## src/hw/id_pkg.sv

```systemverilog
// id stage package: widths, RV64I opcodes, decode enums and instruction formats
`default_nettype none

package id_pkg;

  localparam int xlen        = 64;
  localparam int inst_wd     = 32;
  localparam int gpr_addr_wd = 5;
  localparam int num_pend    = 3; // es, ms, ws

  // major opcodes
  localparam logic [6:0] opc_op        = 7'b0110011;
  localparam logic [6:0] opc_op_imm    = 7'b0010011;
  localparam logic [6:0] opc_op_32     = 7'b0111011;
  localparam logic [6:0] opc_op_imm_32 = 7'b0011011;
  localparam logic [6:0] opc_load      = 7'b0000011;
  localparam logic [6:0] opc_store     = 7'b0100011;
  localparam logic [6:0] opc_branch    = 7'b1100011;
  localparam logic [6:0] opc_jal       = 7'b1101111;
  localparam logic [6:0] opc_jalr      = 7'b1100111;
  localparam logic [6:0] opc_lui       = 7'b0110111;
  localparam logic [6:0] opc_auipc     = 7'b0010111;

  // alu funct3
  localparam logic [2:0] f3_add  = 3'b000;
  localparam logic [2:0] f3_sll  = 3'b001;
  localparam logic [2:0] f3_slt  = 3'b010;
  localparam logic [2:0] f3_sltu = 3'b011;
  localparam logic [2:0] f3_xor  = 3'b100;
  localparam logic [2:0] f3_sr   = 3'b101; // srl / sra
  localparam logic [2:0] f3_or   = 3'b110;
  localparam logic [2:0] f3_and  = 3'b111;

  // branch funct3
  localparam logic [2:0] f3_beq  = 3'b000;
  localparam logic [2:0] f3_bne  = 3'b001;
  localparam logic [2:0] f3_blt  = 3'b100;
  localparam logic [2:0] f3_bge  = 3'b101;
  localparam logic [2:0] f3_bltu = 3'b110;
  localparam logic [2:0] f3_bgeu = 3'b111;

  localparam logic [6:0] f7_base = 7'b0000000;
  localparam logic [6:0] f7_alt  = 7'b0100000; // sub, sra

  typedef enum logic [3:0] {
    alu_add, alu_sub, alu_sll, alu_slt, alu_sltu, alu_xor,
    alu_srl, alu_sra, alu_or, alu_and, alu_pass_b
  } alu_op_e;

  typedef enum logic [2:0] {
    br_none, br_eq, br_ne, br_lt, br_ge, br_ltu, br_geu, br_jump
  } br_op_e;

  typedef enum logic {
    src2_rs2, src2_imm
  } alu_src2_e;

  // one instruction word, six views
  typedef union packed {
    struct packed {
      logic [6:0] funct7;
      logic [4:0] rs2;
      logic [4:0] rs1;
      logic [2:0] funct3;
      logic [4:0] rd;
      logic [6:0] opcode;
    } r;
    struct packed {
      logic [11:0] imm_11_0;
      logic [4:0]  rs1;
      logic [2:0]  funct3;
      logic [4:0]  rd;
      logic [6:0]  opcode;
    } i;
    struct packed {
      logic [6:0] imm_11_5;
      logic [4:0] rs2;
      logic [4:0] rs1;
      logic [2:0] funct3;
      logic [4:0] imm_4_0;
      logic [6:0] opcode;
    } s;
    struct packed {
      logic       imm_12;
      logic [5:0] imm_10_5;
      logic [4:0] rs2;
      logic [4:0] rs1;
      logic [2:0] funct3;
      logic [3:0] imm_4_1;
      logic       imm_11;
      logic [6:0] opcode;
    } b;
    struct packed {
      logic [19:0] imm_31_12;
      logic [4:0]  rd;
      logic [6:0]  opcode;
    } u;
    struct packed {
      logic       imm_20;
      logic [9:0] imm_10_1;
      logic       imm_11;
      logic [7:0] imm_19_12;
      logic [4:0] rd;
      logic [6:0] opcode;
    } j;
  } inst_u;

endpackage

`default_nettype wire
```

## src/hw/id_stage.sv

```systemverilog
// decode stage of the rv64i pipeline: slot, stall control, gpr read and branch
`default_nettype none

module id_stage (
  input  logic                            i_clk,
  input  logic                            i_arst_n,
  // fetch
  input  logic                            i_fs_to_ds_valid,
  input  logic [id_pkg::inst_wd-1:0]      i_fs_inst,
  input  logic [id_pkg::xlen-1:0]         i_fs_pc,
  output logic                            o_ds_allowin,
  output logic                            o_br_sel,
  output logic [id_pkg::xlen-1:0]         o_br_target,
  // execute
  input  logic                            i_es_allowin,
  output logic                            o_ds_to_es_valid,
  output logic [id_pkg::xlen-1:0]         o_rs1_data,
  output logic [id_pkg::xlen-1:0]         o_rs2_data,
  output logic [id_pkg::xlen-1:0]         o_imm,
  output logic [id_pkg::xlen-1:0]         o_pc,
  output logic [id_pkg::gpr_addr_wd-1:0]  o_rd,
  output logic                            o_gpr_wen,
  output id_pkg::alu_op_e                 o_alu_op,
  output logic                            o_alu_src1_pc,
  output id_pkg::alu_src2_e               o_alu_src2_sel,
  output logic                            o_alu_word,
  output logic                            o_mem_ren,
  output logic                            o_mem_wen,
  output logic [2:0]                      o_mem_op,
  output logic                            o_invalid_inst,
  // write back
  input  logic                            i_wb_wen,
  input  logic [id_pkg::gpr_addr_wd-1:0]  i_wb_waddr,
  input  logic [id_pkg::xlen-1:0]         i_wb_wdata,
  // pending rd of es, ms, ws, zero when idle
  input  logic [id_pkg::gpr_addr_wd-1:0]  i_es_rd,
  input  logic [id_pkg::gpr_addr_wd-1:0]  i_ms_rd,
  input  logic [id_pkg::gpr_addr_wd-1:0]  i_ws_rd
);

  import id_pkg::*;

  logic                   ds_valid;
  inst_u                  ds_inst;
  logic [xlen-1:0]        ds_pc;
  logic [gpr_addr_wd-1:0] rs1, rs2;
  logic                   rs1_used, rs2_used;
  br_op_e                 br_op;
  logic                   br_taken;
  logic                   is_jalr;
  logic [gpr_addr_wd-1:0] pend_rd [num_pend];
  logic [num_pend-1:0]    conflict;
  logic                   stall;
  logic                   squash;

  assign stall            = |conflict;
  assign o_ds_allowin     = !ds_valid || (!stall && i_es_allowin);
  assign o_ds_to_es_valid = ds_valid && !stall;
  assign o_br_sel         = ds_valid && br_taken;
  assign squash           = o_br_sel && (i_fs_pc != o_br_target); // wrong-path fetch

  always_ff @(posedge i_clk or negedge i_arst_n) begin
    if (!i_arst_n) begin
      ds_valid <= 1'b0;
    end else if (o_ds_allowin) begin
      ds_valid <= i_fs_to_ds_valid && !squash;
    end
  end

  always_ff @(posedge i_clk) begin
    if (i_fs_to_ds_valid && o_ds_allowin) begin
      ds_inst <= i_fs_inst;
      ds_pc   <= i_fs_pc;
    end
  end

  assign o_pc    = ds_pc;
  assign is_jalr = (ds_inst.i.opcode == opc_jalr);

  inst_decoder u_decoder (
    .i_inst         (ds_inst),
    .o_rs1          (rs1),
    .o_rs2          (rs2),
    .o_rd           (o_rd),
    .o_rs1_used     (rs1_used),
    .o_rs2_used     (rs2_used),
    .o_imm          (o_imm),
    .o_alu_op       (o_alu_op),
    .o_alu_src1_pc  (o_alu_src1_pc),
    .o_alu_src2_sel (o_alu_src2_sel),
    .o_alu_word     (o_alu_word),
    .o_br_op        (br_op),
    .o_gpr_wen      (o_gpr_wen),
    .o_mem_ren      (o_mem_ren),
    .o_mem_wen      (o_mem_wen),
    .o_mem_op       (o_mem_op),
    .o_invalid_inst (o_invalid_inst)
  );

  gpr_file u_gprs (
    .i_clk    (i_clk),
    .i_arst_n (i_arst_n),
    .i_raddr1 (rs1),
    .i_raddr2 (rs2),
    .i_wen    (i_wb_wen),
    .i_waddr  (i_wb_waddr),
    .i_wdata  (i_wb_wdata),
    .o_rdata1 (o_rs1_data),
    .o_rdata2 (o_rs2_data)
  );

  branch_unit u_bru (
    .i_br_op     (br_op),
    .i_rs1_data  (o_rs1_data),
    .i_rs2_data  (o_rs2_data),
    .i_pc        (ds_pc),
    .i_imm       (o_imm),
    .i_is_jalr   (is_jalr),
    .o_br_sel    (br_taken),
    .o_br_target (o_br_target)
  );

  assign pend_rd[0] = i_es_rd;
  assign pend_rd[1] = i_ms_rd;
  assign pend_rd[2] = i_ws_rd;

  for (genvar g = 0; g < num_pend; g++) begin : g_hazard
    hazard_check u_hazard (
      .i_pend_rd  (pend_rd[g]),
      .i_rs1      (rs1),
      .i_rs2      (rs2),
      .i_rs1_used (rs1_used),
      .i_rs2_used (rs2_used),
      .o_conflict (conflict[g])
    );
  end

endmodule

`default_nettype wire

```

## src/hw/branch_unit.sv

```systemverilog
// branch unit: resolves branch condition and jump target for fetch redirect
`default_nettype none

module branch_unit (
  input  id_pkg::br_op_e               i_br_op,
  input  logic [id_pkg::xlen-1:0]      i_rs1_data,
  input  logic [id_pkg::xlen-1:0]      i_rs2_data,
  input  logic [id_pkg::xlen-1:0]      i_pc,
  input  logic [id_pkg::xlen-1:0]      i_imm,
  input  logic                         i_is_jalr,
  output logic                         o_br_sel,
  output logic [id_pkg::xlen-1:0]      o_br_target
);

  import id_pkg::*;

  logic            eq;
  logic            lt_s;
  logic            lt_u;
  logic [xlen-1:0] jalr_sum;

  assign eq   = (i_rs1_data == i_rs2_data);
  assign lt_s = ($signed(i_rs1_data) < $signed(i_rs2_data));
  assign lt_u = (i_rs1_data < i_rs2_data);

  always_comb begin
    case (i_br_op)
      br_eq:   o_br_sel = eq;
      br_ne:   o_br_sel = !eq;
      br_lt:   o_br_sel = lt_s;
      br_ge:   o_br_sel = !lt_s;
      br_ltu:  o_br_sel = lt_u;
      br_geu:  o_br_sel = !lt_u;
      br_jump: o_br_sel = 1'b1;
      default: o_br_sel = 1'b0;
    endcase
  end

  assign jalr_sum = i_rs1_data + i_imm;

  // jalr clears bit 0 of the sum
  assign o_br_target = i_is_jalr ? {jalr_sum[xlen-1:1], 1'b0} : i_pc + i_imm;

endmodule

`default_nettype wire

```

## src/hw/hazard_check.sv

```systemverilog
// raw hazard check of one pending destination register against the used sources
`default_nettype none

module hazard_check (
  input  logic [id_pkg::gpr_addr_wd-1:0]  i_pend_rd,
  input  logic [id_pkg::gpr_addr_wd-1:0]  i_rs1,
  input  logic [id_pkg::gpr_addr_wd-1:0]  i_rs2,
  input  logic                            i_rs1_used,
  input  logic                            i_rs2_used,
  output logic                            o_conflict
);

  logic hit_rs1;
  logic hit_rs2;

  // unused source fields may hold immediate bits
  assign hit_rs1 = i_rs1_used && (i_pend_rd == i_rs1);
  assign hit_rs2 = i_rs2_used && (i_pend_rd == i_rs2);

  assign o_conflict = (i_pend_rd != '0) && (hit_rs1 || hit_rs2); // x0 is no dependency

endmodule

`default_nettype wire

```

## src/hw/gpr_file.sv

```systemverilog
// general register file, 2 async read ports and 1 sync write port, x0 hardwired
`default_nettype none

module gpr_file (
  input  logic                            i_clk,
  input  logic                            i_arst_n,
  input  logic [id_pkg::gpr_addr_wd-1:0]  i_raddr1,
  input  logic [id_pkg::gpr_addr_wd-1:0]  i_raddr2,
  input  logic                            i_wen,
  input  logic [id_pkg::gpr_addr_wd-1:0]  i_waddr,
  input  logic [id_pkg::xlen-1:0]         i_wdata,
  output logic [id_pkg::xlen-1:0]         o_rdata1,
  output logic [id_pkg::xlen-1:0]         o_rdata2
);

  import id_pkg::*;

  logic [xlen-1:0] regs [1:31]; // no storage for x0

  always_ff @(posedge i_clk or negedge i_arst_n) begin
    if (!i_arst_n) begin
      for (int i = 1; i < 32; i++) begin
        regs[i] <= '0;
      end
    end else if (i_wen && i_waddr != '0) begin
      regs[i_waddr] <= i_wdata;
    end
  end

  // no write-through, new value visible next cycle
  assign o_rdata1 = (i_raddr1 == '0) ? '0 : regs[i_raddr1];
  assign o_rdata2 = (i_raddr2 == '0) ? '0 : regs[i_raddr2];

endmodule

`default_nettype wire

```

## src/hw/inst_decoder.sv

```systemverilog
// instruction decoder: register indices, immediate and alu/mem/wb controls
`default_nettype none

module inst_decoder (
  input  id_pkg::inst_u                       i_inst,
  output logic [id_pkg::gpr_addr_wd-1:0]      o_rs1,
  output logic [id_pkg::gpr_addr_wd-1:0]      o_rs2,
  output logic [id_pkg::gpr_addr_wd-1:0]      o_rd,
  output logic                                o_rs1_used,
  output logic                                o_rs2_used,
  output logic [id_pkg::xlen-1:0]             o_imm,
  output id_pkg::alu_op_e                     o_alu_op,
  output logic                                o_alu_src1_pc,
  output id_pkg::alu_src2_e                   o_alu_src2_sel,
  output logic                                o_alu_word,
  output id_pkg::br_op_e                      o_br_op,
  output logic                                o_gpr_wen,
  output logic                                o_mem_ren,
  output logic                                o_mem_wen,
  output logic [2:0]                          o_mem_op,
  output logic                                o_invalid_inst
);

  import id_pkg::*;

  logic [xlen-1:0] imm_i, imm_s, imm_b, imm_u, imm_j;
  logic [2:0]      f3;
  logic [6:0]      f7;
  logic            sr_alt; // funct7 bit picks sra over srl, sub over add

  function automatic alu_op_e alu_of(input logic [2:0] fn3, input logic alt);
    case (fn3)
      f3_add:  alu_of = alt ? alu_sub : alu_add;
      f3_sll:  alu_of = alu_sll;
      f3_slt:  alu_of = alu_slt;
      f3_sltu: alu_of = alu_sltu;
      f3_xor:  alu_of = alu_xor;
      f3_sr:   alu_of = alt ? alu_sra : alu_srl;
      f3_or:   alu_of = alu_or;
      default: alu_of = alu_and;
    endcase
  endfunction

  assign f3     = i_inst.r.funct3;
  assign f7     = i_inst.r.funct7;
  assign sr_alt = f7[5];

  assign imm_i = {{(xlen-12){i_inst.i.imm_11_0[11]}}, i_inst.i.imm_11_0};
  assign imm_s = {{(xlen-12){i_inst.s.imm_11_5[6]}}, i_inst.s.imm_11_5, i_inst.s.imm_4_0};
  assign imm_b = {{(xlen-13){i_inst.b.imm_12}}, i_inst.b.imm_12, i_inst.b.imm_11,
                  i_inst.b.imm_10_5, i_inst.b.imm_4_1, 1'b0};
  assign imm_u = {{(xlen-32){i_inst.u.imm_31_12[19]}}, i_inst.u.imm_31_12, 12'b0};
  assign imm_j = {{(xlen-21){i_inst.j.imm_20}}, i_inst.j.imm_20, i_inst.j.imm_19_12,
                  i_inst.j.imm_11, i_inst.j.imm_10_1, 1'b0};

  // register fields sit at the same bits in every format
  assign o_rs1    = i_inst.r.rs1;
  assign o_rs2    = i_inst.r.rs2;
  assign o_rd     = i_inst.r.rd;
  assign o_mem_op = f3;

  always_comb begin
    o_rs1_used     = 1'b0;
    o_rs2_used     = 1'b0;
    o_imm          = '0;
    o_alu_op       = alu_add;
    o_alu_src1_pc  = 1'b0;
    o_alu_src2_sel = src2_rs2;
    o_alu_word     = 1'b0;
    o_br_op        = br_none;
    o_gpr_wen      = 1'b0;
    o_mem_ren      = 1'b0;
    o_mem_wen      = 1'b0;
    o_invalid_inst = 1'b0;

    case (i_inst.r.opcode)
      opc_op, opc_op_32: begin
        o_rs1_used     = 1'b1;
        o_rs2_used     = 1'b1;
        o_gpr_wen      = 1'b1;
        o_alu_word     = (i_inst.r.opcode == opc_op_32);
        o_alu_op       = alu_of(f3, sr_alt);
        o_invalid_inst = !(f7 == f7_base || (f7 == f7_alt && (f3 == f3_add || f3 == f3_sr)))
                         || (o_alu_word && !(f3 == f3_add || f3 == f3_sll || f3 == f3_sr));
      end
      opc_op_imm: begin
        o_rs1_used     = 1'b1;
        o_gpr_wen      = 1'b1;
        o_imm          = imm_i;
        o_alu_src2_sel = src2_imm;
        o_alu_op       = alu_of(f3, (f3 == f3_sr) && sr_alt);
        // 6-bit shamt, upper bits must be clear
        o_invalid_inst = (f3 == f3_sll && f7[6:1] != 6'b0)
                         || (f3 == f3_sr && {f7[6], f7[4:1]} != 5'b0);
      end
      opc_op_imm_32: begin
        o_rs1_used     = 1'b1;
        o_gpr_wen      = 1'b1;
        o_alu_word     = 1'b1;
        o_imm          = imm_i;
        o_alu_src2_sel = src2_imm;
        o_alu_op       = alu_of(f3, (f3 == f3_sr) && sr_alt);
        o_invalid_inst = !(f3 == f3_add || f3 == f3_sll || f3 == f3_sr)
                         || (f3 == f3_sll && f7 != f7_base)
                         || (f3 == f3_sr && f7 != f7_base && f7 != f7_alt);
      end
      opc_load: begin
        o_rs1_used     = 1'b1;
        o_gpr_wen      = 1'b1;
        o_mem_ren      = 1'b1;
        o_imm          = imm_i;
        o_alu_src2_sel = src2_imm;
        o_invalid_inst = (f3 == 3'b111); // no ldu
      end
      opc_store: begin
        o_rs1_used     = 1'b1;
        o_rs2_used     = 1'b1;
        o_mem_wen      = 1'b1;
        o_imm          = imm_s;
        o_alu_src2_sel = src2_imm;
        o_invalid_inst = f3[2];
      end
      opc_branch: begin
        o_rs1_used = 1'b1;
        o_rs2_used = 1'b1;
        o_imm      = imm_b;
        case (f3)
          f3_beq:  o_br_op = br_eq;
          f3_bne:  o_br_op = br_ne;
          f3_blt:  o_br_op = br_lt;
          f3_bge:  o_br_op = br_ge;
          f3_bltu: o_br_op = br_ltu;
          f3_bgeu: o_br_op = br_geu;
          default: o_invalid_inst = 1'b1;
        endcase
      end
      opc_jal, opc_jalr: begin
        o_rs1_used     = (i_inst.r.opcode == opc_jalr);
        o_imm          = (i_inst.r.opcode == opc_jalr) ? imm_i : imm_j;
        o_br_op        = br_jump;
        o_gpr_wen      = 1'b1;
        o_alu_src1_pc  = 1'b1; // link value is pc + 4 in execute
        o_invalid_inst = (i_inst.r.opcode == opc_jalr) && (f3 != 3'b000);
      end
      opc_lui: begin
        o_gpr_wen      = 1'b1;
        o_imm          = imm_u;
        o_alu_src2_sel = src2_imm;
        o_alu_op       = alu_pass_b;
      end
      opc_auipc: begin
        o_gpr_wen      = 1'b1;
        o_imm          = imm_u;
        o_alu_src1_pc  = 1'b1;
        o_alu_src2_sel = src2_imm;
      end
      default: o_invalid_inst = 1'b1;
    endcase

    if (o_invalid_inst) begin
      o_gpr_wen = 1'b0;
      o_mem_wen = 1'b0;
      o_br_op   = br_none;
    end
    if (o_rd == '0) o_gpr_wen = 1'b0; // x0 never written
  end

endmodule

`default_nettype wire

```

## config.mk

```make
export PLATFORM = sky130hd
export DESIGN_NAME = id_stage
export DESIGN_NICKNAME = d
export VERILOG_FILES = /design/src/hw/id_pkg.sv /design/src/hw/id_stage.sv /design/src/hw/branch_unit.sv /design/src/hw/hazard_check.sv /design/src/hw/gpr_file.sv /design/src/hw/inst_decoder.sv
export SDC_FILE = /design/constraint.sdc
export NUM_CORES = 2
export LEC_CHECK = 0
export CORE_MARGIN = 2
export CORE_UTILIZATION = 58
export DETAILED_ROUTE_END_ITERATION = 10
export DONT_BUFFER_PORTS = 1
export PLACE_DENSITY = 0.74
export SLEW_MARGIN = 0
export SYNTH_ARGS = -nofsm -noshare
export SYNTH_HDL_FRONTEND = slang
export SYNTH_SLANG_ARGS = --single-unit
```

## constraint.sdc

```tcl
create_clock -name i_clk -period 15 [get_ports i_clk]
set_input_delay 3 -clock i_clk [delete_from_list [all_inputs] [get_ports i_clk]]
set_output_delay 3 -clock i_clk [all_outputs]
set_load 0.1 [all_outputs]
```

==> metrics.md <==
| Metric | Value |
|---|---|
| Clk_skew | `approximately 0.066 ns` |
| Rows | `between 150 and 200` |
| Congestion Overflow GR | `0` |
| Reg clk slew, reported paths | `around 0.06 ns` |
| Mapped Nets | `9132` |
| Post-Route WL | `approximately 410000 um` |
| Initial antenna violation count | `26` |
| Layout cells sized above 1 | `0.4687` |
| Combinational Power Share | `0.284` |
| Post-synthesis sequential area ratio | `0.4289` |
| Max Root-Sink Buffers | `3` |
| Adder-cell area share of the yosys netlist | `0.01652` |
| Synth Area in Simple Gates | `0.03970` |
| Status | `complete, but fails checks` |
| VDD IR max | `0.0001387 V` |
| Cell-internal power | `about 12 mW` |
| RR Endpoint | `ds_valid$_DFFE_PN0N_` |
| Min-delay src | `u_gprs.regs[1365]$_DFFE_PN0P_` |
| Reg-to-Reg Start | `ds_inst[15]$_DFFE_PP_` |
| Drt drc | `0` |
| Largest net degree at the start of global routing | `300` |
| Xor-xnor portion of the synthesized cell area | `0.01629` |
| Failing checks | `max-capacitance violations, max-slew violations` |
| Relative slew slack | `-0.02529` |
| Reg power frac | `0.410` |
| Yosys top cell by area | `dfrtp_1` |
| RSZ-0062 raised after global routing | `no` |
| Yosys cell types | `approximately 110` |
| Switching part of the total | `0.3330` |
| Ports | `527` |
| Max Fclk | `between 70 and 80 MHz` |
| Drt first pass iters | `7` |
| Max-capacitance violation count | `1` |
| Largest family of logic cells by synthesized area | `multiplexers` |
| Setup_tns | `0 ns` |
| Commonest non-fill, non-tap cell in the layout | `mux2_2` |
| CP Class | `flop to output pin` |
| Crit path DAT | `roughly 10 ns` |
| Die span in x | `about 460 um` |
| Most area-consuming cells after synthesis | `dfrtp_1 (41%), mux4_2 (21%), mux2_2 (19%)` |
| Clock power frac | `0.306` |
| Post-CTS Setup Inserts | `0` |
| R2R depth | `20` |
| First-pass GRT wire length | `roughly 590000 um` |
| Reg2Reg Setup Slack | `around 4.8 ns` |
| Flops & latches, synth | `~2100` |
| Worst-Skew Late Latency | `about 0.9 ns` |
| H-Tree Depth | `4` |
| Placed cell areas | `roughly 130000 um2` |
| Syn Area/Cell | `13.94 um2` |
| Clk sinks | `~2100` |
| Most frequent cells in the layout | `mux2_2 (2115), dfrtp_1 (1985), mux4_2 (1136)` |
| DPL Wire Length | `roughly 250000 um` |
| Startpoint types | `flop` |
| Post-synth ARST share | `0.9539` |
| Min-Delay Path Depth | `1` |
| Root buf cell | `clkbuf_16` |
| CTS buffer count | `approximately 220` |
| CTS tree | `done` |
| Leakage | `between 50 and 60 nW` |
| Multiplexer share of the synthesized area | `0.4181` |
| Initial DRC count | `9473` |
| Layout area overhead | `8.380%` |
| Worst-margin pin slew | `between 1.5 and 2 ns` |
| Crit. End Element | `output pin` |
| Die Height | `between 400 and 500 um` |
| Finish-stage setup viols | `0` |
| Initial Utilization | `0.5841` |
| Die area | `214900 um2` |
| EDFF count, synth | `96` |
| Commonest register cell after synthesis | `dfrtp_1` |
| GRT Overall Usage | `0.3787` |
| Hold_buf cts | `0` |
| Final slew viol count | `2` |
| Switch Pwr | `6.147 mW` |
| Final period utilization | `0.8880` |
| Placer congestion estimate | `1.013` |
| Finished layout cell area | `about 130000 um2` |
| Min cycle time layout | `roughly 13 ns` |
| Vias in the first global route | `around 84000` |
| CTS resizes | `0` |
| Port Buffer Count | `0` |
| WP data required | `about 12 ns` |
| DR WL/cell | `36.06 um` |
| Hold Fails Final Rpt | `0` |
| Pwr dens | `around 140 nW/um2` |
| Hold Path Class | `flop to flop` |
| Top-area cell type share of the netlist area | `0.4054` |
| Final ANT Viol Nets | `0` |
| # fillers | `approximately 15000` |
| Share of the synthesized area in compound gates (AO/OA/AOI/OAI) | `0.04786` |
| Gate count of the mapped netlist | `approximately 9000` |
| Ys Warns | `0` |
| Hold EP | `u_gprs.regs[1365]$_DFFE_PN0P_` |
| Vias | `between 80000 and 90000` |
| Synth Cell Area | `122500 um2` |
| Number of vias per cell | `7.315` |
| Final nets | `8698` |
| Core area | `209800 um2` |
| Worst Path Max Fanout | `52` |
==> how the worst max path moves through the flow <==
stage	start	end	slack (ns)	cells after the start
floorplan	ds_inst[15]$_DFFE_PP_	o_br_target[37]	2.74	21
global placement	ds_inst[15]$_DFFE_PP_	o_br_target[63]	2.81	20
detailed placement	ds_inst[15]$_DFFE_PP_	o_br_target[63]	2.75	20
CTS	ds_inst[15]$_DFFE_PP_	o_br_target[63]	1.79	20
global route	ds_inst[15]$_DFFE_PP_	o_br_target[63]	1.29	20
finish	ds_inst[15]$_DFFE_PP_	o_br_target[63]	1.68	20
==> power by group through the flow <==
stage | Sequential [mW] | Clock, mW | Combinational, mW
global route | 7.68 | 5.93 | 5.48
CTS | 7.52 | 5.69 | 5.21
global placement | 7.48 | 0 | 5.07
finish | 7.56 | 5.65 | 5.24
floorplan | 7.36 | 0 | 4.06
detailed placement | 7.62 | 0 | 5.18
==> cell usage after synthesis (86+ instances only) <==
cell type	n
xnor2_1	132
o21ai_0	179
nand4_1	86
clkbuf_1	674
inv_1	109
a21oi_1	324
mux2i_1	178
xor2_1	94
nor2_1	196
nand3_1	88
buf_1	120
mux4_2	1136
mux2_2	2115
ha_1	157
nand2_1	311
edfxtp_1	96
dfrtp_1	1985
==> logic make-up (layout without fill, tap and decap cells) <==
| logic type | Yosys count | after routing |
|---|---|---|
| XOR/XNOR | 227 | 227 |
| AND/OR/NAND/NOR | 983 | 983 |
| AO/OA/AOI/OAI | 910 | 910 |
| buffers and inverters | 994 | 745 |
| adder cells (fa/ha/maj) | 161 | 161 |
| multiplexers | 3432 | 3432 |
| other | 0 | 15 |
| flip-flops | 2081 | 2081 |
==> worst max-delay path, stage by stage, from the launching register on <==
cell,delay (ns)
edfxtp_1,0.66
buf_4,0.38
buf_4,0.81
buf_4,0.76
mux4_2,0.59
mux4_2,0.51
mux2_2,0.63
ha_1,0.66
nand2_1,0.12
nor4_1,0.54
nand3_1,0.18
nor3_1,0.23
o211ai_1,0.30
nand3_1,0.36
nand3_1,0.21
a211oi_1,0.32
a41oi_1,0.40
xnor2_1,0.86
mux2i_1,0.24
xnor2_2,0.20
buf_4,0.31
==> state kept, by name, indices dropped and copies added, names as in the netlist <==
name / cells
o_pc: 64
u_gprs.regs: 1984
ds_valid: 1
ds_inst: 32
==> metrics by stage <==
step           setup slack (ns)  std cells  total power, mW  utilization  hold WS [ns]
2_1_floorplan             2.743       8788            11.42            -        0.4906
4_1_cts                   1.787      11340            18.42       0.6326        0.5208
3_3_place_gp              2.811      10940            12.56       0.5968        0.4990
5_1_grt                   1.290      11350            19.09       0.6329        0.5396
6_report                  1.680      11360            18.46       0.6330        0.5215
3_5_place_dp              2.748      10940            12.80       0.5968        0.5067
==> per-layer routing <==
metal,share of wire,vias to the layer above,GRT usage
li1,-,33040,-
met1,0.36,44120,0.4878
met2,0.47,4783,0.5892
met3,0.11,1119,0.1042
met4,0.061,16,0.1994
met5,0.00024,-,0
==> layout make-up <==
class	count	area [um2]	share of cell area
Multi-Input combinational cell	5713	66550	0.5011
Clock inverter	74	835.8	0.006294
Tap cell	2805	3510	0.02643
Sequential cell	2081	52560	0.3958
Inverter	113	439.2	0.003307
Timing Repair Buffer	227	2202	0.01658
Clock buffer	331	6668	0.05021
Antenna cell	15	37.54	0.0002827
No activity file was read; power rests on OpenSTA's default activity.
